--- src/design/link_consts.svh ---
`ifndef LINK_CONSTS_SVH
`define LINK_CONSTS_SVH

// Mesh packet geometry
`define PKT_W           104
`define PKT_BYTES       13          // Lane bytes per packet

// Field offsets, counted from bit 0
`define PKT_CTRL_LSB    0           // 8-bit control
`define PKT_DST_LSB     8           // 32-bit destination address
`define PKT_DATA_LSB    40          // 32-bit data
`define PKT_SRC_LSB     72          // 32-bit source address

// Control byte flags
`define CTRL_WRITE_BIT  1           // Set on writes
`define CTRL_RESP_BIT   2           // Set on read responses

// Memory model
`define EMEM_AW         8           // Word address bits, 256 words

`endif

--- src/design/emesh_pkg.sv ---
`default_nettype none
`include "link_consts.svh"

package emesh_pkg;

   typedef logic [`PKT_W-1:0] packet_t;     // Whole mesh packet
   typedef logic [7:0]        ctrl_t;       // Control byte
   typedef logic [31:0]       addr_t;       // Byte address
   typedef logic [31:0]       data_t;       // Data word

   function automatic ctrl_t pkt_ctrl(input packet_t pkt);
      return pkt[`PKT_CTRL_LSB +: 8];
   endfunction

   function automatic addr_t pkt_dst(input packet_t pkt);
      return pkt[`PKT_DST_LSB +: 32];
   endfunction

   function automatic data_t pkt_data(input packet_t pkt);
      return pkt[`PKT_DATA_LSB +: 32];
   endfunction

   function automatic addr_t pkt_src(input packet_t pkt);
      return pkt[`PKT_SRC_LSB +: 32];
   endfunction

   // Assemble a packet from its four fields
   function automatic packet_t pkt_make(input ctrl_t ctrl, input addr_t dst,
                                        input data_t data, input addr_t src);
      packet_t pkt;
      pkt                        = '0;
      pkt[`PKT_CTRL_LSB +: 8]    = ctrl;
      pkt[`PKT_DST_LSB +: 32]    = dst;
      pkt[`PKT_DATA_LSB +: 32]   = data;
      pkt[`PKT_SRC_LSB +: 32]    = src;
      return pkt;
   endfunction

endpackage

`default_nettype wire

--- src/design/link_pkg.sv ---
`default_nettype none

package link_pkg;

   typedef logic [7:0] lane_t;              // One byte on the lane
   typedef logic [3:0] byte_cnt_t;          // Byte index within a packet

   // Transmitter sequencing
   typedef enum logic [0:0] {
      TX_IDLE,                              // Waiting for a held packet
      TX_SEND                               // Frame high, bytes going out
   } tx_state_t;

   // Receiver sequencing
   typedef enum logic [1:0] {
      RX_IDLE,                              // No frame seen
      RX_COLLECT,                           // Shifting bytes in
      RX_HOLD                               // Full packet parked, output busy
   } rx_state_t;

endpackage

`default_nettype wire

--- src/design/link_rx.sv ---
`timescale 1ns/10ps
`default_nettype none
`include "link_consts.svh"

module link_rx
   import emesh_pkg::*;
   import link_pkg::*;
(
   input  logic      clkin,
   input  logic      reset,
   input  lane_t     lane_data,
   input  logic      lane_frame,
   output logic      link_wait,
   output logic      rxwr_access,
   output logic      rxrd_access,
   output logic      rxrr_access,
   output packet_t   rxwr_packet,
   output packet_t   rxrd_packet,
   output packet_t   rxrr_packet,
   input  logic      rxwr_wait,
   input  logic      rxrd_wait,
   input  logic      rxrr_wait
);

   packet_t    asm_pkt;                     // Assembly shift register
   packet_t    full_pkt;                    // Assembly plus current lane byte
   packet_t    load_pkt;                    // Packet entering output register
   byte_cnt_t  byte_cnt;                    // Bytes collected so far
   rx_state_t  state;
   logic       done_byte;                   // 13th framed byte on the lane
   logic       move;                        // Output register loads this edge
   packet_t    out_pkt;
   logic       out_valid;
   logic [2:0] out_sel;                     // One-hot {rr, rd, wr}
   logic       sel_wait;                    // Wait of the chosen destination
   logic       out_free;

   // Response bit wins, then write bit, everything else is a read
   function automatic logic [2:0] route(input ctrl_t ctrl);
      if (ctrl[`CTRL_RESP_BIT]) begin
         return 3'b100;
      end else if (ctrl[`CTRL_WRITE_BIT]) begin
         return 3'b001;
      end
      return 3'b010;
   endfunction

   assign full_pkt  = {lane_data, asm_pkt[`PKT_W-1:8]};
   assign done_byte = (state == RX_COLLECT) & lane_frame &
                      (byte_cnt == byte_cnt_t'(`PKT_BYTES - 1));
   assign load_pkt  = (state == RX_HOLD) ? asm_pkt : full_pkt;

   assign sel_wait = |(out_sel & {rxrr_wait, rxrd_wait, rxwr_wait});
   assign out_free = ~out_valid | ~sel_wait;
   assign move     = (done_byte | (state == RX_HOLD)) & out_free;

   always_ff @(posedge clkin) begin
      if (lane_frame && state != RX_HOLD) begin
         asm_pkt <= full_pkt;               // New byte enters at the top
      end
   end

   always_ff @(posedge clkin or posedge reset) begin
      if (reset) begin
         state    <= RX_IDLE;
         byte_cnt <= '0;
      end else begin
         case (state)
            RX_IDLE: begin
               if (lane_frame) begin
                  state    <= RX_COLLECT;
                  byte_cnt <= 4'd1;         // Control byte taken
               end
            end
            RX_COLLECT: begin
               if (!lane_frame) begin
                  state <= RX_IDLE;         // Short frame dropped
               end else if (done_byte) begin
                  state <= out_free ? RX_IDLE : RX_HOLD;
               end else begin
                  byte_cnt <= byte_cnt + 4'd1;
               end
            end
            RX_HOLD: begin
               if (out_free) begin
                  state <= RX_IDLE;
               end
            end
            default: state <= RX_IDLE;
         endcase
      end
   end

   // Output register, type decoded once on load
   always_ff @(posedge clkin or posedge reset) begin
      if (reset) begin
         out_valid <= 1'b0;
         out_sel   <= '0;
      end else if (move) begin
         out_valid <= 1'b1;
         out_sel   <= route(pkt_ctrl(load_pkt));
      end else if (out_valid && !sel_wait) begin
         out_valid <= 1'b0;                 // Taken by destination
      end
   end

   always_ff @(posedge clkin) begin
      if (move) begin
         out_pkt <= load_pkt;
      end
   end

   assign link_wait   = out_valid;          // No new frame while occupied
   assign rxwr_access = out_valid & out_sel[0];
   assign rxrd_access = out_valid & out_sel[1];
   assign rxrr_access = out_valid & out_sel[2];
   assign rxwr_packet = out_pkt;
   assign rxrd_packet = out_pkt;
   assign rxrr_packet = out_pkt;

endmodule

`default_nettype wire

--- config.mk ---
export PLATFORM = sky130hd
export DESIGN_NAME = link_rx
export DESIGN_NICKNAME = d
export VERILOG_FILES = /design/src/design/emesh_pkg.sv /design/src/design/link_pkg.sv /design/src/design/link_rx.sv
export VERILOG_INCLUDE_DIRS = /design/src /design/src/design
export SDC_FILE = /design/constraint.sdc
export NUM_CORES = 1
export LEC_CHECK = 0
export ABC_AREA = 1
export BUFFER_PORTS_ARGS = -buffer_cell sky130_fd_sc_hd__buf_2
export CORE_MARGIN = 1
export CORE_UTILIZATION = 55
export CTS_CLUSTER_SIZE = 24
export DETAILED_ROUTE_END_ITERATION = 12
export GPL_TIMING_DRIVEN = 0
export PLACE_DENSITY = 0.95
export SYNTH_ARGS = -nofsm -noshare
export SYNTH_HDL_FRONTEND = slang
export SYNTH_SLANG_ARGS = --single-unit
--- constraint.sdc ---
create_clock -name clkin -period 8.6 [get_ports clkin]
set_clock_uncertainty 0.1 [all_clocks]
set_input_delay 0.86 -clock clkin [delete_from_list [all_inputs] [get_ports clkin]]
set_output_delay 0.86 -clock clkin [all_outputs]
set_load 0.02 [all_outputs]
==> metrics.yaml, run 1 <==
drt:
  drtPass1Iterations: 5
  routedWlPerCell_microns: 15.0
  routed_wirelength_mm: 21.3
  ant_nets: 0
  dr_total_vias: 6631
  drc: 0
  routed_via_density: 4.67
  drt_iter0_drc: 441
yosys:
  ys_seq_area_share_pct: 66.7
  async_reset_ff_share_pct: 4.59
  yosys_most_used_dff: "edfxtp_1"
  synth_warnings: 0
  synth.distinct_cells: 23
  synthTopCellsByArea: "edfxtp_1, buf_4, nand2_1"
  synth.avg_cell_area_sq_um: 11.8
  syn_nets: 843
  yosysTopAreaCellShare_pct: 64.1
  syn_inst: 827
  syn_area_sq_mm: 0.00974
  synth_area_leader_cell: "edfxtp_1"
  yosysMostFrequentCell: "nand2_1"
  synth-edff-count: 208
  synth-seq-cells: 218
  synthTopCellsByCount: "nand2_1, buf_4, edfxtp_1, inv_1, nand3_1"
timing:
  hold_viol: 0
  period_minus_slack_ns: 2.52
  max_freq_mhz: 396
  maxSlewHeadroom_pct: 51.0
  worst_slack_ns: 6.08
  grt_setup_unrepaired: "false"
  whs_ns: 0.245
  setup_viol: 0
  worst_pin_slew_ns: 0.733
  timing.final.crit_share_pct: 29.3
  finalMaxSlewViolations: 0
  tns_ns: 0
grt:
  grt_max_degree: 62
  grt_pass1_vias: 6131
  grt_usage_pct: 22.5
  grt-ovfl-total: 0
  antenna_found_initial: 0
  grt_pass1_wl_mm: 31.2
setup_path:
  r2r_end: "rxrd_packet[98]"
  cpPeakStageDelay_ns: 0.48
  cp_max_fo: 61
  reg2reg_from: "byte_cnt[0]"
  reg2regPathDepth: 7
  cp_top_family: "buffers and inverters"
  critPathBufInv: 3
  critPathCaptureType: "register"
  cp-start-kind: "register"
  cp_slowest_cell: "inv_4"
  path_depth: 7
  critPathKind: "register to register"
  r2r_setup_slack_ns: 6.08
  cp.arrival_ns: 2.57
  cp_cell_sequence: "inv_1, ha_1, nand3_2, o21ai_2, nand2_2, inv_4, buf_16"
  required_ns: 8.65
floorplan:
  dieHeight_microns: 135
  die_w_microns: 135
  initial_utilization_pct: 56.3
  io_pins: 330
  rows: 48
  core_sq_mm: 0.0173
  dieArea_sq_mm: 0.0182
clock_network:
  clock-sinks: 218
  post-cts-setup-buffer-count: 0
  cts-resized-gates: 0
  clock_path_buffers: 3
  cts.clk_slew.worst_paths_ns: 0.06
  cts_hold_buf: 0
  cts_buffers: 21
  cts_root_buf: "clkbuf_16"
  ctsHtreeMaxLevel: 1
  cts_tree: "yes"
  clkLatencyLatePin_ns: 0.48
run:
  maxCapViolations: 0
placement:
  gp_congestion: 0.779
  dp_hpwl_mm: 15.5
  dp.cells: 1385
  dp_slack_ns: 5.80
  port_buffers: 329
power:
  leakagePower_uw: 0.00589
  p_total_uw: 2170
  powerDensity_mw_per_mm2: 176
  vdd_drop_max_mv: 0.119
final_layout:
  diodes: 0
  fin_cells: 1420
  drive_above_1_share_pct: 49.8
  nets: 1199
  syn_to_final_growth_pct: 26.8
min_path:
  hp-class: "input pin to asynchronous set/reset pin"
outcome:
  status: "finished clean"
## worst reg2reg max path, stage by stage, from the launching register on
cell and delay, ns:
dfrtp_1 0.41, inv_1 0.11, ha_1 0.16, nand3_2 0.11, o21ai_2 0.27, nand2_2 0.16, inv_4 0.48, buf_16 0.37
## cells in the final DEF (no fill, tap or decap), drive strengths merged
cell type,netlist,layout
o21ai,9,9
inv,16,16
nand4,1,1
buf,229,562
xor2,1,1
nor2,7,7
edfxtp,208,208
nand3b,1,1
o31ai,1,1
nand3,12,12
clkinv,0,4
a21oi,1,1
ha,2,2
clkbuf,2,33
nand2,327,327
dfrtp,10,10
## report_power, final
group | switching, uW | leakage, uW | internal [uW]
combinational | 70.4 | 0.00353 | 44.6
sequential | 32.8 | 0.00208 | 1210
clock | 359 | 0.000282 | 451
## metal layers
layer	vias up	share of wire, %	GRT usage (%)
met4	0	2.2	6.37
met3	35	6.2	3.45
met1	3111	37	25.2
li1	3209	-	-
met2	276	55	43.7
met5	-	0	0
## final cells by class
class / instances / area (sq um)
plain buffers: 231 / 1740
clock buffers: 31 / 563
clock inverters: 4 / 17.5
fillers: 1172 / 4950
inverters: 16 / 62.6
multi-input cells: 362 / 1450
flip-flops and latches: 218 / 6500
well taps: 225 / 282
repair buffers: 333 / 1730
## sequential cells by signal (all words and copies together), names as in the netlist
| signal | flops |
|---|---|
| link_wait | 1 |
| asm_pkt | 104 |
| state | 2 |
| out_sel | 3 |
| byte_cnt | 4 |
| rxrd_packet | 104 |
## how the worst max path moves through the flow
stage / start / to / slack (ns)
after floorplan: lane_frame / asm_pkt[0] / 2.73
after global placement: lane_frame / asm_pkt[60] / 0.61
after detailed placement: lane_frame / rxrd_packet[98] / 5.80
after CTS: byte_cnt[0] / rxrd_packet[82] / 6.08
after global routing: byte_cnt[0] / rxrd_packet[96] / 5.93
final: byte_cnt[0] / rxrd_packet[98] / 6.08
## through the flow
stage	utilization, %	cell area [sq um]
floorplan	-	9740
global placement	67.5	11700
detailed placement	68.0	11800
CTS	71.4	12300
global route	71.4	12300
finish	71.4	12300
## logic make-up after synthesis
| logic type | Yosys count | synth area share (%) |
|---|---|---|
| AND/OR/NAND/NOR | 348 | 13.8 |
| buffers and inverters | 247 | 18.5 |
| flip-flops | 218 | 66.7 |
| XOR/XNOR | 1 | 0.0899 |
| AO/OA/AOI/OAI | 11 | 0.668 |
| adder cells (fa/ha/maj) | 2 | 0.257 |
(Power assumes the default switching activity.)
==> inputs of run 2 (changes only) <==
--- a/config.mk
+++ b/config.mk
@@ -9,11 +9,11 @@
 export ABC_AREA = 1
 export BUFFER_PORTS_ARGS = -buffer_cell sky130_fd_sc_hd__buf_2
 export CORE_MARGIN = 1
-export CORE_UTILIZATION = 55
+export CORE_UTILIZATION = 46
 export CTS_CLUSTER_SIZE = 24
 export DETAILED_ROUTE_END_ITERATION = 12
 export GPL_TIMING_DRIVEN = 0
-export PLACE_DENSITY = 0.95
+export PLACE_DENSITY = 0.88
 export SYNTH_ARGS = -nofsm -noshare
 export SYNTH_HDL_FRONTEND = slang
 export SYNTH_SLANG_ARGS = --single-unit
==> constraint.sdc (replaced) <==
create_clock -name clkin -period 2.3 [get_ports clkin]
set_clock_uncertainty 0.1 [all_clocks]
set_input_delay 0.23 -clock clkin [delete_from_list [all_inputs] [get_ports clkin]]
set_output_delay 0.23 -clock clkin [all_outputs]
set_load 0.02 [all_outputs]
==> run 2 against run 1 <==
Against the previous run:
- worst setup slack worse by 5.9 ns
- utilization shrank 9.3 points
- sequential share of layout area down 1.6 points
- critical path depth decreased by 1
- clock power grew to 4.4 times the previous value
- sequential power grew to 3.7 times the previous value
- combinational power rose to 4.0 times the previous value
- non-clock buffer count rose by 12
- via count is 0.18% higher
- largest cell class unchanged
- largest power group unchanged
- highest routed layer unchanged
==> metrics.yaml, run 2 (synthesis gave the netlist of run 1 again) <==
final_layout:
  stdcell_area_sq_mm: 0.0127  # +3.1%
  final_common_cell: "buf_2"
  final_cell_mix: "buf_2, nand2_1, buf_4"
  fin_util_pct: 62.1  # -9.3 points
  nFillCells: 1593  # +36%
  syn_to_final_growth_pct: 30.7
  drive_above_1_share_pct: 50.3  # +0.50 points
  multi_input_area_sq_mm: 0.00149  # +2.5%
  regArea_sq_mm: 0.00650  # unchanged
  nets: 1213  # +1.2%
  diodes: 0  # unchanged
floorplan:
  rows: 52  # +8.3%
  die_w_microns: 148  # +9.2%
  core_sq_mm: 0.0205  # +18%
  dieHeight_microns: 148  # +9.2%
  dieArea_sq_mm: 0.0218  # +19%
  io_pins: 330  # unchanged
  initial_utilization_pct: 47.5  # -8.8 points
clock_network:
  clock_path_buffers: 3  # unchanged
  cts_root_buf: "clkbuf_16"
  clkLatencyLatePin_ns: 0.50  # +0.02 ns
  cts_buffers: 22  # +4.8%
  cts.clk_slew.worst_paths_ns: 0.06  # about the same
  clock-sinks: 218  # unchanged
  cts-resized-gates: 0  # unchanged
  ctsHtreeMaxLevel: 1  # unchanged
  cts_tree: "yes"
setup_path:
  required_ns: 2.38  # -6.27 ns
  cp.arrival_ns: 2.23  # -0.34 ns
  cp_max_fo: 34  # -44%
  critical_path.startpoint: "state[1]"
  critPathCaptureType: "register"
  reg2reg_from: "state[1]"
  critPathKind: "register to register"
  cp-start-kind: "register"
drt:
  ant_nets: 0  # unchanged
  drt_iter0_drc: 270  # -39%
  routed_wirelength_mm: 22.2  # +4.3%
  routedWlPerCell_microns: 15.0  # -0.14%
  drc: 0  # unchanged
  drtPass1Iterations: 5  # unchanged
  dr_total_vias: 6643  # +0.18%
  routed_via_density: 4.48  # -4.1%
power:
  p_total_uw: 8720  # +300%
  powerDensity_mw_per_mm2: 685  # +290%
  leakagePower_uw: 0.00601  # +2.0%
  vdd_drop_max_mv: 0.417  # +250%
timing:
  worst_pin_slew_ns: 0.688  # -0.0447 ns
  period_minus_slack_ns: 2.15  # -0.372 ns
  setup_viol: 0  # unchanged
  tns_ns: 0  # unchanged
  finalMaxSlewViolations: 0  # unchanged
  timing.final.crit_share_pct: 93.5  # +64 points
  grt_setup_unrepaired: "false"
  hold_viol: 0  # unchanged
  maxSlewHeadroom_pct: 54.0  # +3.0 points
  max_freq_mhz: 465  # +17%
  worst_slack_ns: 0.150  # -5.93 ns
grt:
  grt_pass1_vias: 6290  # +2.6%
  antenna_found_initial: 0  # unchanged
  grt-ovfl-total: 0  # unchanged
  grt_pass1_wl_mm: 33.8  # +8.2%
  grt_max_degree: 39  # -37%
  grt_usage_pct: 20.2  # -2.3 points
placement:
  dp_slack_ns: -0.0671  # -5.86 ns
  dp_hpwl_mm: 16.2  # +4.6%
  gp_congestion: 0.798  # +2.5%
  postPlaceCellArea_sq_mm: 0.0119  # +1.0%
  port_buffers: 329  # unchanged
run:
  maxCapViolations: 0  # unchanged
outcome:
  status: "finished clean"
min_path:
  hp-class: "input pin to register"
  min_from: "rxwr_wait"
run 2: cell count changes in the layout (fill, tap and decap cells not counted), sizes merged:
cell / change
clkbuf: -7
bufinv: +3
buf: +2
clkinv: +9
dlygate4sd3: +10
inv: -1
clkinvlp: +2
run 2: final cells by class:
cell class              count  share of cell area, %
plain buffers             231                   13.8
clock buffers              24                   4.55
clock inverters            16                   1.18
inverters                  16                  0.521
multi-input cells         362                   11.7
flip-flops and latches    218                   51.0
well taps                 270                   2.65
repair buffers            345                   14.6
repair inverters            1                 0.0393
run 2: critical path, stage by stage, from the launching register on:
cell and delay (ns):
dfrtp_1 0.38, buf_6 0.15, nand2_8 0.12, inv_4 0.05, buf_6 0.15, nor2_4 0.56
buf_12 0.30
run 2: power by group:
group | switching, uW | leakage, uW | internal, uW
Clock | 1450 | 0.000362 | 2150
Combinational | 277 | 0.00357 | 184
Sequential | 122 | 0.00208 | 4530
Total | 1850 | 0.00601 | 6870
run 2: final timing paths:
| path | to | slack (ns) | cells past startpoint |
|---|---|---|---|
| hold / removal | link_wait | 0.1 | 5 |
| min in group asynchronous | byte_cnt[2] | 0.18 | 3 |
| setup reg to reg | asm_pkt[32] | 0.15 | 6 |
| hold reg to reg | asm_pkt[95] | 0.36 | 0 |
| setup / recovery | asm_pkt[32] | 0.15 | 6 |
| max in group asynchronous | byte_cnt[3] | 1.62 | 3 |
run 2: through the flow:
| step | cells | hold slack [ns] |
|---|---|---|
| after floorplan | 827 | -0.0298 |
| after global placement | 1426 | 0.117 |
| after detailed placement | 1431 | 0.136 |
| after CTS | 1482 | 0.0758 |
| after global routing | 1483 | 0.126 |
| final | 1483 | 0.0989 |
run 2: routing by layer:
layer / wire (microns) / global-route usage (%) / up-vias
met1: 8110 / 22.4 / 3053
met3: 1390 / 3.24 / 37
met5: 0 / 0 / -
li1: - / - / 3244
met4: 385 / 5.05 / 0
met2: 12300 / 39.7 / 309
run 2: timing repair:
| action | CTS | global route |
|---|---|---|
| hold endpoints to repair | 27 | 0 |
| hold buffers | 10 | 0 |
| pin swaps | 0 | 0 |
| setup buffers | 0 | 1 |
| gates cloned | 1 | 0 |
| setup endpoints to repair | 73 | 73 |
