File: src/design/link_consts.svh
`ifndef LINK_CONSTS_SVH
`define LINK_CONSTS_SVH

// Mesh packet geometry
`define PKT_W           104
`define PKT_BYTES       13          // Lane bytes per packet

// Field offsets, counted from bit 0
`define PKT_CTRL_LSB    0           // 8-bit control
`define PKT_DST_LSB     8           // 32-bit destination address
`define PKT_DATA_LSB    40          // 32-bit data
`define PKT_SRC_LSB     72          // 32-bit source address

// Control byte flags
`define CTRL_WRITE_BIT  1           // Set on writes
`define CTRL_RESP_BIT   2           // Set on read responses

// Memory model
`define EMEM_AW         8           // Word address bits, 256 words

`endif

File: src/design/emesh_pkg.sv
`default_nettype none
`include "link_consts.svh"

package emesh_pkg;

   typedef logic [`PKT_W-1:0] packet_t;     // Whole mesh packet
   typedef logic [7:0]        ctrl_t;       // Control byte
   typedef logic [31:0]       addr_t;       // Byte address
   typedef logic [31:0]       data_t;       // Data word

   function automatic ctrl_t pkt_ctrl(input packet_t pkt);
      return pkt[`PKT_CTRL_LSB +: 8];
   endfunction

   function automatic addr_t pkt_dst(input packet_t pkt);
      return pkt[`PKT_DST_LSB +: 32];
   endfunction

   function automatic data_t pkt_data(input packet_t pkt);
      return pkt[`PKT_DATA_LSB +: 32];
   endfunction

   function automatic addr_t pkt_src(input packet_t pkt);
      return pkt[`PKT_SRC_LSB +: 32];
   endfunction

   // Assemble a packet from its four fields
   function automatic packet_t pkt_make(input ctrl_t ctrl, input addr_t dst,
                                        input data_t data, input addr_t src);
      packet_t pkt;
      pkt                        = '0;
      pkt[`PKT_CTRL_LSB +: 8]    = ctrl;
      pkt[`PKT_DST_LSB +: 32]    = dst;
      pkt[`PKT_DATA_LSB +: 32]   = data;
      pkt[`PKT_SRC_LSB +: 32]    = src;
      return pkt;
   endfunction

endpackage

`default_nettype wire

File: src/design/link_pkg.sv
`default_nettype none

package link_pkg;

   typedef logic [7:0] lane_t;              // One byte on the lane
   typedef logic [3:0] byte_cnt_t;          // Byte index within a packet

   // Transmitter sequencing
   typedef enum logic [0:0] {
      TX_IDLE,                              // Waiting for a held packet
      TX_SEND                               // Frame high, bytes going out
   } tx_state_t;

   // Receiver sequencing
   typedef enum logic [1:0] {
      RX_IDLE,                              // No frame seen
      RX_COLLECT,                           // Shifting bytes in
      RX_HOLD                               // Full packet parked, output busy
   } rx_state_t;

endpackage

`default_nettype wire

File: src/design/link_tx.sv
`timescale 1ns/10ps
`default_nettype none
`include "link_consts.svh"

module link_tx
   import emesh_pkg::*;
   import link_pkg::*;
(
   input  logic      clkin,
   input  logic      reset,
   input  logic      txwr_access,
   input  logic      txrd_access,
   input  logic      txrr_access,
   input  packet_t   txwr_packet,
   input  packet_t   txrd_packet,
   input  packet_t   txrr_packet,
   output logic      txwr_wait,
   output logic      txrd_wait,
   output logic      txrr_wait,
   input  logic      link_wait,
   output lane_t     lane_data,
   output logic      lane_frame
);

   packet_t   hold_pkt;                     // Packet picked by the arbiter
   logic      hold_full;                    // Holding register occupied
   packet_t   pick_pkt;                     // Winner of this cycle
   logic      load_hold;                    // Winner enters holding register
   packet_t   shift_pkt;                    // Bytes still to send, LSB first
   byte_cnt_t byte_cnt;                     // Bytes already on the lane
   tx_state_t state;
   logic      start_send;                   // Holding register moves to shifter
   logic      last_byte;                    // Byte 12 on the lane

   // Fixed priority rr > wr > rd, responses first to keep the loop draining
   assign pick_pkt  = txrr_access ? txrr_packet :
                      txwr_access ? txwr_packet : txrd_packet;
   assign load_hold = ~hold_full & (txrr_access | txwr_access | txrd_access);

   // Lower priorities also wait while a higher one is offered
   assign txrr_wait = hold_full;
   assign txwr_wait = hold_full | txrr_access;
   assign txrd_wait = hold_full | txrr_access | txwr_access;

   assign start_send = (state == TX_IDLE) & hold_full & ~link_wait;
   assign last_byte  = (state == TX_SEND) &
                       (byte_cnt == byte_cnt_t'(`PKT_BYTES - 1));

   always_ff @(posedge clkin or posedge reset) begin
      if (reset) begin
         hold_full <= 1'b0;
      end else if (load_hold) begin
         hold_full <= 1'b1;                 // Accepted on this edge
      end else if (start_send) begin
         hold_full <= 1'b0;                 // Free again while shifting
      end
   end

   always_ff @(posedge clkin) begin
      if (load_hold) begin
         hold_pkt <= pick_pkt;
      end
   end

   // Serializer, control byte leaves first
   always_ff @(posedge clkin) begin
      if (start_send) begin
         shift_pkt <= hold_pkt;
      end else if (state == TX_SEND) begin
         shift_pkt <= {8'h00, shift_pkt[`PKT_W-1:8]};
      end
   end

   always_ff @(posedge clkin or posedge reset) begin
      if (reset) begin
         state    <= TX_IDLE;
         byte_cnt <= '0;
      end else begin
         case (state)
            TX_IDLE: begin
               if (start_send) begin
                  state    <= TX_SEND;
                  byte_cnt <= '0;
               end
            end
            TX_SEND: begin
               if (last_byte) begin
                  state <= TX_IDLE;         // One idle cycle between frames
               end else begin
                  byte_cnt <= byte_cnt + 4'd1;
               end
            end
            default: state <= TX_IDLE;
         endcase
      end
   end

   assign lane_frame = (state == TX_SEND);  // High for all 13 bytes
   assign lane_data  = shift_pkt[7:0];

endmodule

`default_nettype wire

File: config.mk
export PLATFORM = sky130hd
export DESIGN_NAME = link_tx
export DESIGN_NICKNAME = d
export VERILOG_FILES = /design/src/design/emesh_pkg.sv /design/src/design/link_pkg.sv /design/src/design/link_tx.sv
export VERILOG_INCLUDE_DIRS = /design/src /design/src/design
export SDC_FILE = /design/constraint.sdc
export NUM_CORES = 1
export LEC_CHECK = 0
export ABC_AREA = 1
export BUFFER_PORTS_ARGS = -buffer_cell sky130_fd_sc_hd__buf_4
export CAP_MARGIN = 20
export CORE_MARGIN = 2
export CORE_UTILIZATION = 51
export DETAILED_ROUTE_END_ITERATION = 8
export PLACE_DENSITY = 0.89
export SETUP_SLACK_MARGIN = 0.15
export SLEW_MARGIN = 25
export SYNTH_ARGS = -nofsm -noshare
export SYNTH_HDL_FRONTEND = slang
export SYNTH_SLANG_ARGS = --single-unit
File: constraint.sdc
create_clock -name clkin -period 5.81 [get_ports clkin]
set_input_delay 0.2905 -clock clkin [delete_from_list [all_inputs] [get_ports clkin]]
set_output_delay 0.2905 -clock clkin [all_outputs]
set_load 0.01 [all_outputs]
==> impl_metrics.py, run 1 <==
metrics = {
    "sta": {
        "fin_crit_ns": 2.94,
        "fin_crit_sh_pct": 50.6,
        "tightest_slew_ns": 0.854,
        "maxSlewHeadroom_pct": 43.0,
        "finalSetupViolCount": 0,
        "slew_viol_final": 0,
        "finalHoldViolations": 0,
        "fmax_ghz": 0.340,
        "whs_ns": 0.132,
        "skew_ns": 0.00921,
        "timing.final.ws_setup_ns": 2.87,
        "rsz0062_at_grt": "false",
        "finalSetupTns_ns": 0,
    },
    "synth": {
        "syn_area_mm2": 0.0101,
        "yosysSeqAreaShare_pct": 63.4,
        "yosysWarnings": 0,
        "synthSimpleGateAreaFrac_pct": 20.1,
        "synth_cells": 1055,
        "synth_compound_area_share_pct": 10.4,
        "muxShareOfSynthArea_pct": 0,
        "synth_top_family_by_area": "simple AND/OR/NAND/NOR gates",
        "synth_xor_area_share_pct": 0,
        "syn_area_per_cell_um2": 9.56,
        "synthAdderAreaFrac_pct": 0.248,
        "syn_nets": 1375,
        "ys_types": 17,
        "synth_seq_cells": 214,
    },
    "cts": {
        "clk_pin_slew_worst_paths_ns": 0.06,
        "numCtsBuffers": 21,
        "htreeDepth": 1,
        "clock-root-buffer": "clkbuf_16",
        "ctsResizeCount": 0,
        "cts.sinks": 214,
        "clockBufferDepth": 3,
        "hold_buffers": 1,
        "post_cts_buffers": 0,
        "cts_tree": "done",
        "worstSkewPairLatency_ns": 0.47,
    },
    "routing": {
        "drtPass1Iterations": 5,
        "ant_nets": 0,
        "initialDrtViolationCount": 566,
        "vias": 8370,
        "drc": 0,
        "wl_um": 25000,
        "avgRoutedWirePerCell_um": 15.4,
        "via_per_inst": 5.17,
    },
    "floorplanning": {
        "dieArea_mm2": 0.0209,
        "die_h_um": 145,
        "start_util_pct": 51.8,
        "core_area_mm2": 0.0195,
        "io_pins": 330,
        "die_x_um": 145,
        "fp-row-count": 51,
    },
    "run_status": {
        "status": "finished, final reports clean",
    },
    "global_routing": {
        "grt_max_degree": 111,
        "antenna_found_initial": 0,
        "grt_overflow_total": 0,
        "grt_first_pass_wirelength_um": 37600,
        "first_global_vias": 7912,
        "grt.total_usage_pct": 23.1,
    },
    "power": {
        "ir_worst_vdd_uv": 230,
        "power_density_mw_per_mm2": 383,
        "leakage_nw": 5.83,
        "power_mw": 5.02,
    },
    "final_layout": {
        "syn_to_final_growth_pct": 29.8,
        "drive_gt1_share_pct": 27.3,
        "final_nets": 1661,
        "antennaDiodeCount": 0,
        "final_cells": 1619,
    },
    "critical_path": {
        "cp.required_ns": 6.04,
        "arrival_ns": 3.17,
        "cp_max_fo": 110,
        "endpoint_kind": "flip-flop",
        "criticalPathCategory": "reg -> reg",
        "start_kind": "flip-flop",
    },
    "min_path": {
        "hold_path.class": "in -> reg",
    },
    "placed_design": {
        "io_buffers": 329,
        "dp.cells": 1582,
        "dp_hpwl_um": 17100,
        "dpl_worst_slack_ns": 2.56,
        "gp_congestion": 0.774,
    },
    "flow_run": {
        "cap_violations": 0,
    },
}
==> registers in the layout, indices dropped and copies added (netlist names) <==
| register | count |
|---|---|
| hold_pkt | 104 |
| shift_pkt | 104 |
| byte_cnt | 4 |
| lane_frame | 1 |
| txrr_wait | 1 |
==> routing by layer <==
layer / routed length, um / part of all wire (%) / up-vias / global-route usage [%]
li1: - / - / 4096 / -
met1: 9690 / 39 / 3892 / 27.4
met2: 13200 / 53 / 328 / 42.7
met3: 1420 / 5.7 / 54 / 3.97
met4: 672 / 2.7 / 0 / 7.05
met5: 0 / 0 / - / 0
==> metrics by stage <==
stage / utilization (%) / instance area [um^2]
floorplan: - / 10100
global placement: 64.0 / 12500
detailed placement: 64.0 / 12500
CTS: 67.3 / 13100
global route: 67.3 / 13100
finish: 67.3 / 13100
==> cells by family (layout without fill, tap and decap cells) <==
logic type	after synthesis	after routing
AND/OR/NAND/NOR	534	534
flip-flops	214	214
AO/OA/AOI/OAI	209	209
buffers and inverters	96	395
adder cells (fa/ha/maj)	2	2
==> cell type report <==
class / instances / area, um^2
sequential: 214 / 6400
inverter: 20 / 78.8
multi-input combinational: 745 / 3120
clock inverter: 6 / 56.3
fill: 1476 / 6370
tap: 265 / 332
clock buffer: 30 / 559
timing repair buffer: 339 / 2550
==> synthesized netlist by cell type <==
master,number,area share (%)
nor3_1,1,0.050
dfrtp_1,6,1.5
a21oi_1,209,10
inv_1,16,0.60
clkbuf_1,4,0.15
nand2_1,409,15
clkinv_2,1,0.050
buf_4,29,2.2
buf_2,32,1.6
nand3_1,7,0.35
nand4_1,1,0.062
nand3b_2,1,0.11
edfxtp_1,208,62
buf_6,11,1.2
inv_2,3,0.11
ha_1,2,0.25
nor2_1,115,4.3
==> where the power goes <==
part	total (mW)	internal (mW)	switching, mW
clock network	1.23	0.713	0.513
logic	1.21	0.448	0.764
registers	2.58	2.42	0.160
total	5.02	3.58	1.44
==> worst max-delay path: stages (launching register included) <==
cell and delay (ns):
dfrtp_1 0.46, nand3b_4 0.13, buf_6 0.58, clkinv_2 0.71, buf_4 0.51, nand2_1 0.15
nand2_1 0.07
==> placed cells by master (no fill, tap or decap) <==
master and count:
buf_4 337, ha_1 2, edfxtp_1 208, clkinv_1 2, nor3_1 1, inv_2 1, nand3_1 7, clkinv_4 1
dfrtp_1 6, nand3b_4 1, nor2_1 114, dlygate4sd3_1 1, nand4_1 1, inv_1 16, nand2_4 1, clkinv_2 5
clkbuf_16 21, nor2_4 1, a21oi_1 209, buf_6 1, nand2_1 408, clkbuf_1 9, bufinv_16 1
==> worst paths after layout <==
kind / start / end / slack, ns / cells past startpoint
max in group asynchronous: reset / byte_cnt[0] / 5.30 / 3
hold reg to reg: hold_pkt[86] / shift_pkt[86] / 0.51 / 2
min in group asynchronous: reset / lane_frame / 0.31 / 3
hold / removal: txrr_packet[102] / hold_pkt[102] / 0.13 / 3
setup / recovery: txrr_wait / shift_pkt[66] / 2.87 / 6
setup reg to reg: txrr_wait / shift_pkt[66] / 2.87 / 6
Note: power is estimated with default switching activity, not from simulation.
==> run 2: changes to the inputs <==
CORE_UTILIZATION = 46   (was 51)
PLACE_DENSITY = 0.86   (was 0.89)
clock period = 2.7 ns   (was 5.81 ns; I/O delays follow)
==> run 2 against run 1 <==
  * Clock-buffer cell count shrank 2
  * Non-clock buffer count up 87
  * Cell count rose by 6.5%
  * Combinational power is 130% higher
  * Clock power is 140% higher
  * Hold slack lost 0.12 ns
  * Die area is 11% higher
  * Core utilization decreased by 1.9 points
  * Via count grew 6.1%
  * Routed wire length is 8.2% higher
  * Clock skew decreased by 0.0046 ns
  * Power up 130%
  * Critical endpoint is now shift_pkt[77]
==> impl_metrics.py, run 2 (same netlist as run 1, synthesis figures left out) <==
metrics = {
    "cts": {
        "clock-root-buffer": "clkbuf_16",
        "worstSkewPairLatency_ns": 0.49,
        "clockBufferDepth": 3,
        "clk_pin_slew_worst_paths_ns": 0.06,
        "cts_tree": "done",
        "htreeDepth": 1,
        "post_cts_buffers": 0,
        "ctsResizeCount": 0,
        "numCtsBuffers": 22,
        "hold_buffers": 84,
        "cts.sinks": 214,
    },
    "sta": {
        "finalHoldViolations": 0,
        "slew_viol_final": 0,
        "fin_crit_ns": 2.00,
        "finalSetupViolCount": 0,
        "timing.final.ws_setup_ns": 0.695,
        "tightest_slew_ns": 0.847,
        "fin_crit_sh_pct": 74.2,
        "rsz0062_at_grt": "false",
        "skew_ns": 0.00458,
        "fmax_ghz": 0.499,
        "maxSlewHeadroom_pct": 43.5,
        "finalSetupTns_ns": 0,
    },
    "routing": {
        "avgRoutedWirePerCell_um": 15.7,
        "vias": 8880,
        "initialDrtViolationCount": 687,
        "via_per_inst": 5.15,
        "drc": 0,
        "ant_nets": 0,
        "wl_um": 27000,
        "drtPass1Iterations": 7,
    },
    "power": {
        "ir_worst_vdd_uv": 385,
        "power_density_mw_per_mm2": 804,
        "power_mw": 11.4,
        "leakage_nw": 6.27,
    },
    "critical_path": {
        "start_kind": "flip-flop",
        "crit_buf_inv": 1,
        "endpoint_kind": "flip-flop",
        "r2r-start": "txrr_wait",
        "cpMostUsedCell": "nand2_1",
        "critPathMaxStageDelay_ns": 0.66,
        "arrival_ns": 2.36,
        "slowest_stage": "buf_4",
        "cp_max_fo": 81,
        "r2r_cells": 4,
        "worstReg2RegEnd": "shift_pkt[77]",
        "timing.reg2reg.setup_slack_ns": 0.70,
        "cp.required_ns": 3.06,
        "path_cells": "nand3b_4 > buf_4 > nand2_1 > nand2_1",
        "criticalPathCategory": "reg -> reg",
        "critical_path.top_delay_family": "simple AND/OR/NAND/NOR gates",
    },
    "min_path": {
        "hp-start": "txrr_packet[98]",
        "hold-path-cell-count": 3,
        "hold_path.class": "in -> reg",
        "hold_end": "hold_pkt[98]",
    },
    "global_routing": {
        "grt_overflow_total": 0,
        "grt.total_usage_pct": 22.6,
        "grt_max_degree": 105,
        "first_global_vias": 9060,
        "grt_first_pass_wirelength_um": 42700,
        "antenna_found_initial": 0,
    },
    "final_layout": {
        "drive_gt1_share_pct": 26.2,
        "nFillCells": 1609,
        "reg_top3": "hold_pkt (104), shift_pkt (104), byte_cnt (4)",
        "final-seq-area_mm2": 0.00640,
        "layout_common_cells": "nand2_1 (408), buf_4 (333), a21oi_1 (209)",
        "antennaDiodeCount": 0,
        "layout_commonest_cell": "nand2_1",
        "multiInputGateArea_mm2": 0.00312,
        "final_cells": 1724,
        "final_nets": 1749,
        "syn_to_final_growth_pct": 40.5,
    },
    "floorplanning": {
        "dieArea_mm2": 0.0231,
        "io_pins": 330,
        "die_h_um": 152,
        "start_util_pct": 46.5,
        "fp-row-count": 54,
        "core_area_mm2": 0.0217,
        "die_x_um": 152,
    },
    "placed_design": {
        "dpl_worst_slack_ns": 0.709,
        "dp_hpwl_um": 17100,
        "dp.cells": 1601,
        "io_buffers": 329,
        "gp_congestion": 0.774,
    },
    "flow_run": {
        "cap_violations": 0,
    },
    "run_status": {
        "status": "finished, final reports clean",
    },
}
run 2: changes by cell type in the layout (fill, tap and decap cells not counted):
cell / delta
clkbuf_16: +2
buf_12: +7
dlygate4sd3_1: +83
buf_6: +1
clkinvlp_4: +1
clkinv_2: -1
bufinv_16: +2
clkbuf_1: -4
clkinv_1: +3
buf_4: -4
run 2: worst min-delay path: cells and delay by family:
kind                   cells  cell delay (ns)
AOI/OAI and AO/OA          1             0.13
and+or+nand+nor            1             0.03
buffers and inverters      1             0.08
run 2: how the worst max path moves through the flow:
stage / start / endpoint / slack [ns] / depth (start not counted)
floorplan: txwr_access / hold_pkt[0] / 0.24 / 4
detailed placement: txrr_wait / shift_pkt[77] / 0.71 / 4
finish: txrr_wait / shift_pkt[77] / 0.70 / 4
global placement: txrr_wait / shift_pkt[77] / 0.75 / 4
global route: txrr_wait / shift_pkt[77] / 0.53 / 4
CTS: txrr_wait / shift_pkt[77] / 0.69 / 4
run 2: cell type report:
class	count	share of cell area, %
clock inverter	11	0.918
tap	280	2.47
timing repair buffer	426	24.7
clock buffer	28	4.19
sequential	214	45.1
inverter	20	0.556
multi-input combinational	745	22.0
run 2: per-stage QoR:
stage | area (um^2) | hold slack, ns | util [%]
2_1_floorplan | 10100 | -0.0740 | -
3_5_place_dp | 12600 | 0.0748 | 58.1
6_report | 14200 | 0.00765 | 65.3
4_1_cts | 14200 | 0.00000108 | 65.3
3_3_place_gp | 12600 | 0.0720 | 58.1
5_1_grt | 14200 | 0.00206 | 65.3
run 2: per-layer routing:
layer / GRT usage [%] / vias up / part of all wire, %
li1: - / 4275 / -
met1: 26.0 / 4143 / 38
met2: 41.9 / 379 / 53
met3: 3.42 / 83 / 5.8
met4: 9.43 / 0 / 3.8
met5: 0 / - / 0
run 2: report_power, final:
| part | total [mW] | switching [mW] | leakage, nW | internal, mW |
|---|---|---|---|---|
| combinational | 2.84 | 1.69 | 3.79 | 1.15 |
| clock | 3.00 | 1.17 | 0.348 | 1.84 |
| sequential | 5.56 | 0.354 | 2.13 | 5.20 |
==> run 3: changes to the inputs <==
CORE_UTILIZATION = 51   (was 46)
PLACE_DENSITY = 0.89   (was 0.86)
clock period = 2 ns   (was 2.7 ns; I/O delays follow)
==> run 3 against run 2 <==
  * First-iteration DRC count is 8.0% higher
  * Largest power group unchanged
  * Sequential cell count stayed put
  * Sequential share of layout area is 2.8 points lower
  * Critical path type unchanged
  * Non-clock buffer count is 97 higher
  * Via count is 7.8% higher
  * Sequential power is 35% higher
  * Maximum frequency is 25% higher
==> impl_metrics.py, run 3 (same netlist as run 1, synthesis figures left out) <==
metrics = {
    "run_status": {
        "status": "finished, final reports clean",
    },
    "cts": {
        "cts.sinks": 214,
        "ctsResizeCount": 0,
        "cts_tree": "done",
        "htreeDepth": 1,
        "worstSkewPairLatency_ns": 0.50,
        "clockBufferDepth": 3,
        "numCtsBuffers": 22,
        "clk_pin_slew_worst_paths_ns": 0.06,
        "clock-root-buffer": "clkbuf_16",
    },
    "sta": {
        "finalSetupTns_ns": 0,
        "slew_viol_final": 0,
        "maxSlewHeadroom_pct": 48.2,
        "finalSetupViolCount": 0,
        "fin_crit_sh_pct": 80.3,
        "fin_crit_ns": 1.61,
        "whs_ns": 0.00484,
        "timing.final.ws_setup_ns": 0.394,
        "rsz0062_at_grt": "false",
        "tightest_slew_ns": 0.777,
        "finalHoldViolations": 0,
        "skew_ns": 0.0151,
        "fmax_ghz": 0.623,
    },
    "routing": {
        "avgRoutedWirePerCell_um": 17.2,
        "vias": 9575,
        "met3_length_um": 2140,
        "highest_layer": "met4",
        "ant_nets": 0,
        "drc": 0,
        "wl_met2_um": 16400,
        "wl_um": 31000,
        "via_per_inst": 5.30,
        "drtPass1Iterations": 7,
        "met1_length_um": 10900,
        "initialDrtViolationCount": 742,
    },
    "power": {
        "power_mw": 15.8,
        "p_int_mw": 11.2,
        "switching_power_mw": 4.56,
        "p_seq_share_pct": 47.7,
        "leakage_nw": 6.67,
        "p_clk_share_pct": 25.9,
        "ir_worst_vdd_uv": 640,
        "p_comb_share_pct": 26.5,
        "power_density_mw_per_mm2": 1040,
        "swShare_pct": 29.0,
    },
    "critical_path": {
        "cp_max_fo": 97,
        "cpMostUsedCell": "nand2_1",
        "crit_buf_inv": 3,
        "arrival_ns": 1.97,
        "r2r-start": "lane_frame",
        "criticalPathCategory": "reg -> reg",
        "cp.required_ns": 2.36,
        "start_kind": "flip-flop",
        "path_cells": "inv_2 > nand3b_4 > clkinv_2 > buf_12 > nand2_1 > nand2_1",
        "slowest_stage": "dfrtp_1",
        "critPathMaxStageDelay_ns": 0.40,
        "endpoint_kind": "flip-flop",
        "cp-startpoint": "lane_frame",
        "critical_path.top_delay_family": "buffers and inverters",
    },
    "placed_design": {
        "dpl_worst_slack_ns": 0.439,
        "io_buffers": 329,
        "dp_hpwl_um": 16900,
        "gp_congestion": 0.808,
        "dpl-instance-area_mm2": 0.0126,
        "dp.cells": 1588,
    },
    "global_routing": {
        "first_global_vias": 9402,
        "grt_first_pass_wirelength_um": 45700,
        "grt_overflow_total": 0,
        "antenna_found_initial": 0,
        "grt.total_usage_pct": 28.3,
        "grt_max_degree": 105,
    },
    "floorplanning": {
        "dieArea_mm2": 0.0209,
        "start_util_pct": 51.8,
        "die_x_um": 145,
        "core_area_mm2": 0.0195,
        "die_h_um": 145,
        "fp-row-count": 51,
        "io_pins": 330,
    },
    "final_layout": {
        "drive_gt1_share_pct": 24.7,
        "final_cells": 1807,
        "final_nets": 1846,
        "reg_top3": "hold_pkt (104), shift_pkt (104), byte_cnt (4)",
        "layout_commonest_cell": "nand2_1",
        "postLayoutCoreUtil_pct": 77.7,
        "syn_to_final_growth_pct": 50.0,
        "nFillCells": 1108,
        "layout_common_cells": "nand2_1 (408), buf_4 (336), a21oi_1 (209)",
        "antennaDiodeCount": 0,
        "postLayoutCellArea_mm2": 0.0151,
    },
    "min_path": {
        "hp-start": "txrr_packet[1]",
        "hold_path.class": "in -> reg",
    },
    "flow_run": {
        "cap_violations": 0,
    },
}
## run 3: metal layers
layer	vias up	global-route usage [%]
met2	538	52.7
met3	117	5.40
met5	-	0
met1	4446	31.1
li1	4474	-
met4	0	13.0
## run 3: power by group through the flow
stage	Clock [mW]	Combinational [mW]	Sequential [mW]
floorplan	0	2.44	7.42
global placement	0	3.55	7.53
detailed placement	0	3.71	7.56
CTS	4.07	4.09	7.49
global route	4.28	4.64	7.62
finish	4.07	4.17	7.51
## run 3: final cells by class
class                           instances  area (um^2)  share of cell area (%)
Multi-Input combinational cell        745         3130                    20.7
Clock buffer                           26          566                    3.74
Timing Repair Buffer                  523         4470                    29.6
Clock inverter                         14          150                   0.993
Sequential cell                       214         6400                    42.3
Tap cell                              265          332                    2.19
Inverter                               20         78.8                   0.521
## run 3: path summary, 6_finish.rpt
kind | end | slack [ns] | depth (start not counted)
min in group asynchronous | txrr_wait | 0.08 | 3
max | shift_pkt[21] | 0.39 | 6
max in group asynchronous | txrr_wait | 1.71 | 3
min | hold_pkt[1] | 0.005 | 3
min reg2reg | shift_pkt[64] | 0.51 | 2
max reg2reg | shift_pkt[21] | 0.39 | 6
## run 3: timing repair
| item | in CTS | in global routing |
|---|---|---|
| endpoints found under the setup margin | 0 | 0 |
| endpoints found under the hold margin | 97 | 3 |
| hold buffers | 176 | 3 |
| setup buffers | 0 | 0 |
## run 3: worst min-delay path: cells and delay by family
family	cells	cell delay [ns]
AO/OA/AOI/OAI	1	0.15
AND/OR/NAND/NOR	1	0.03
buffers and inverters	1	0.08
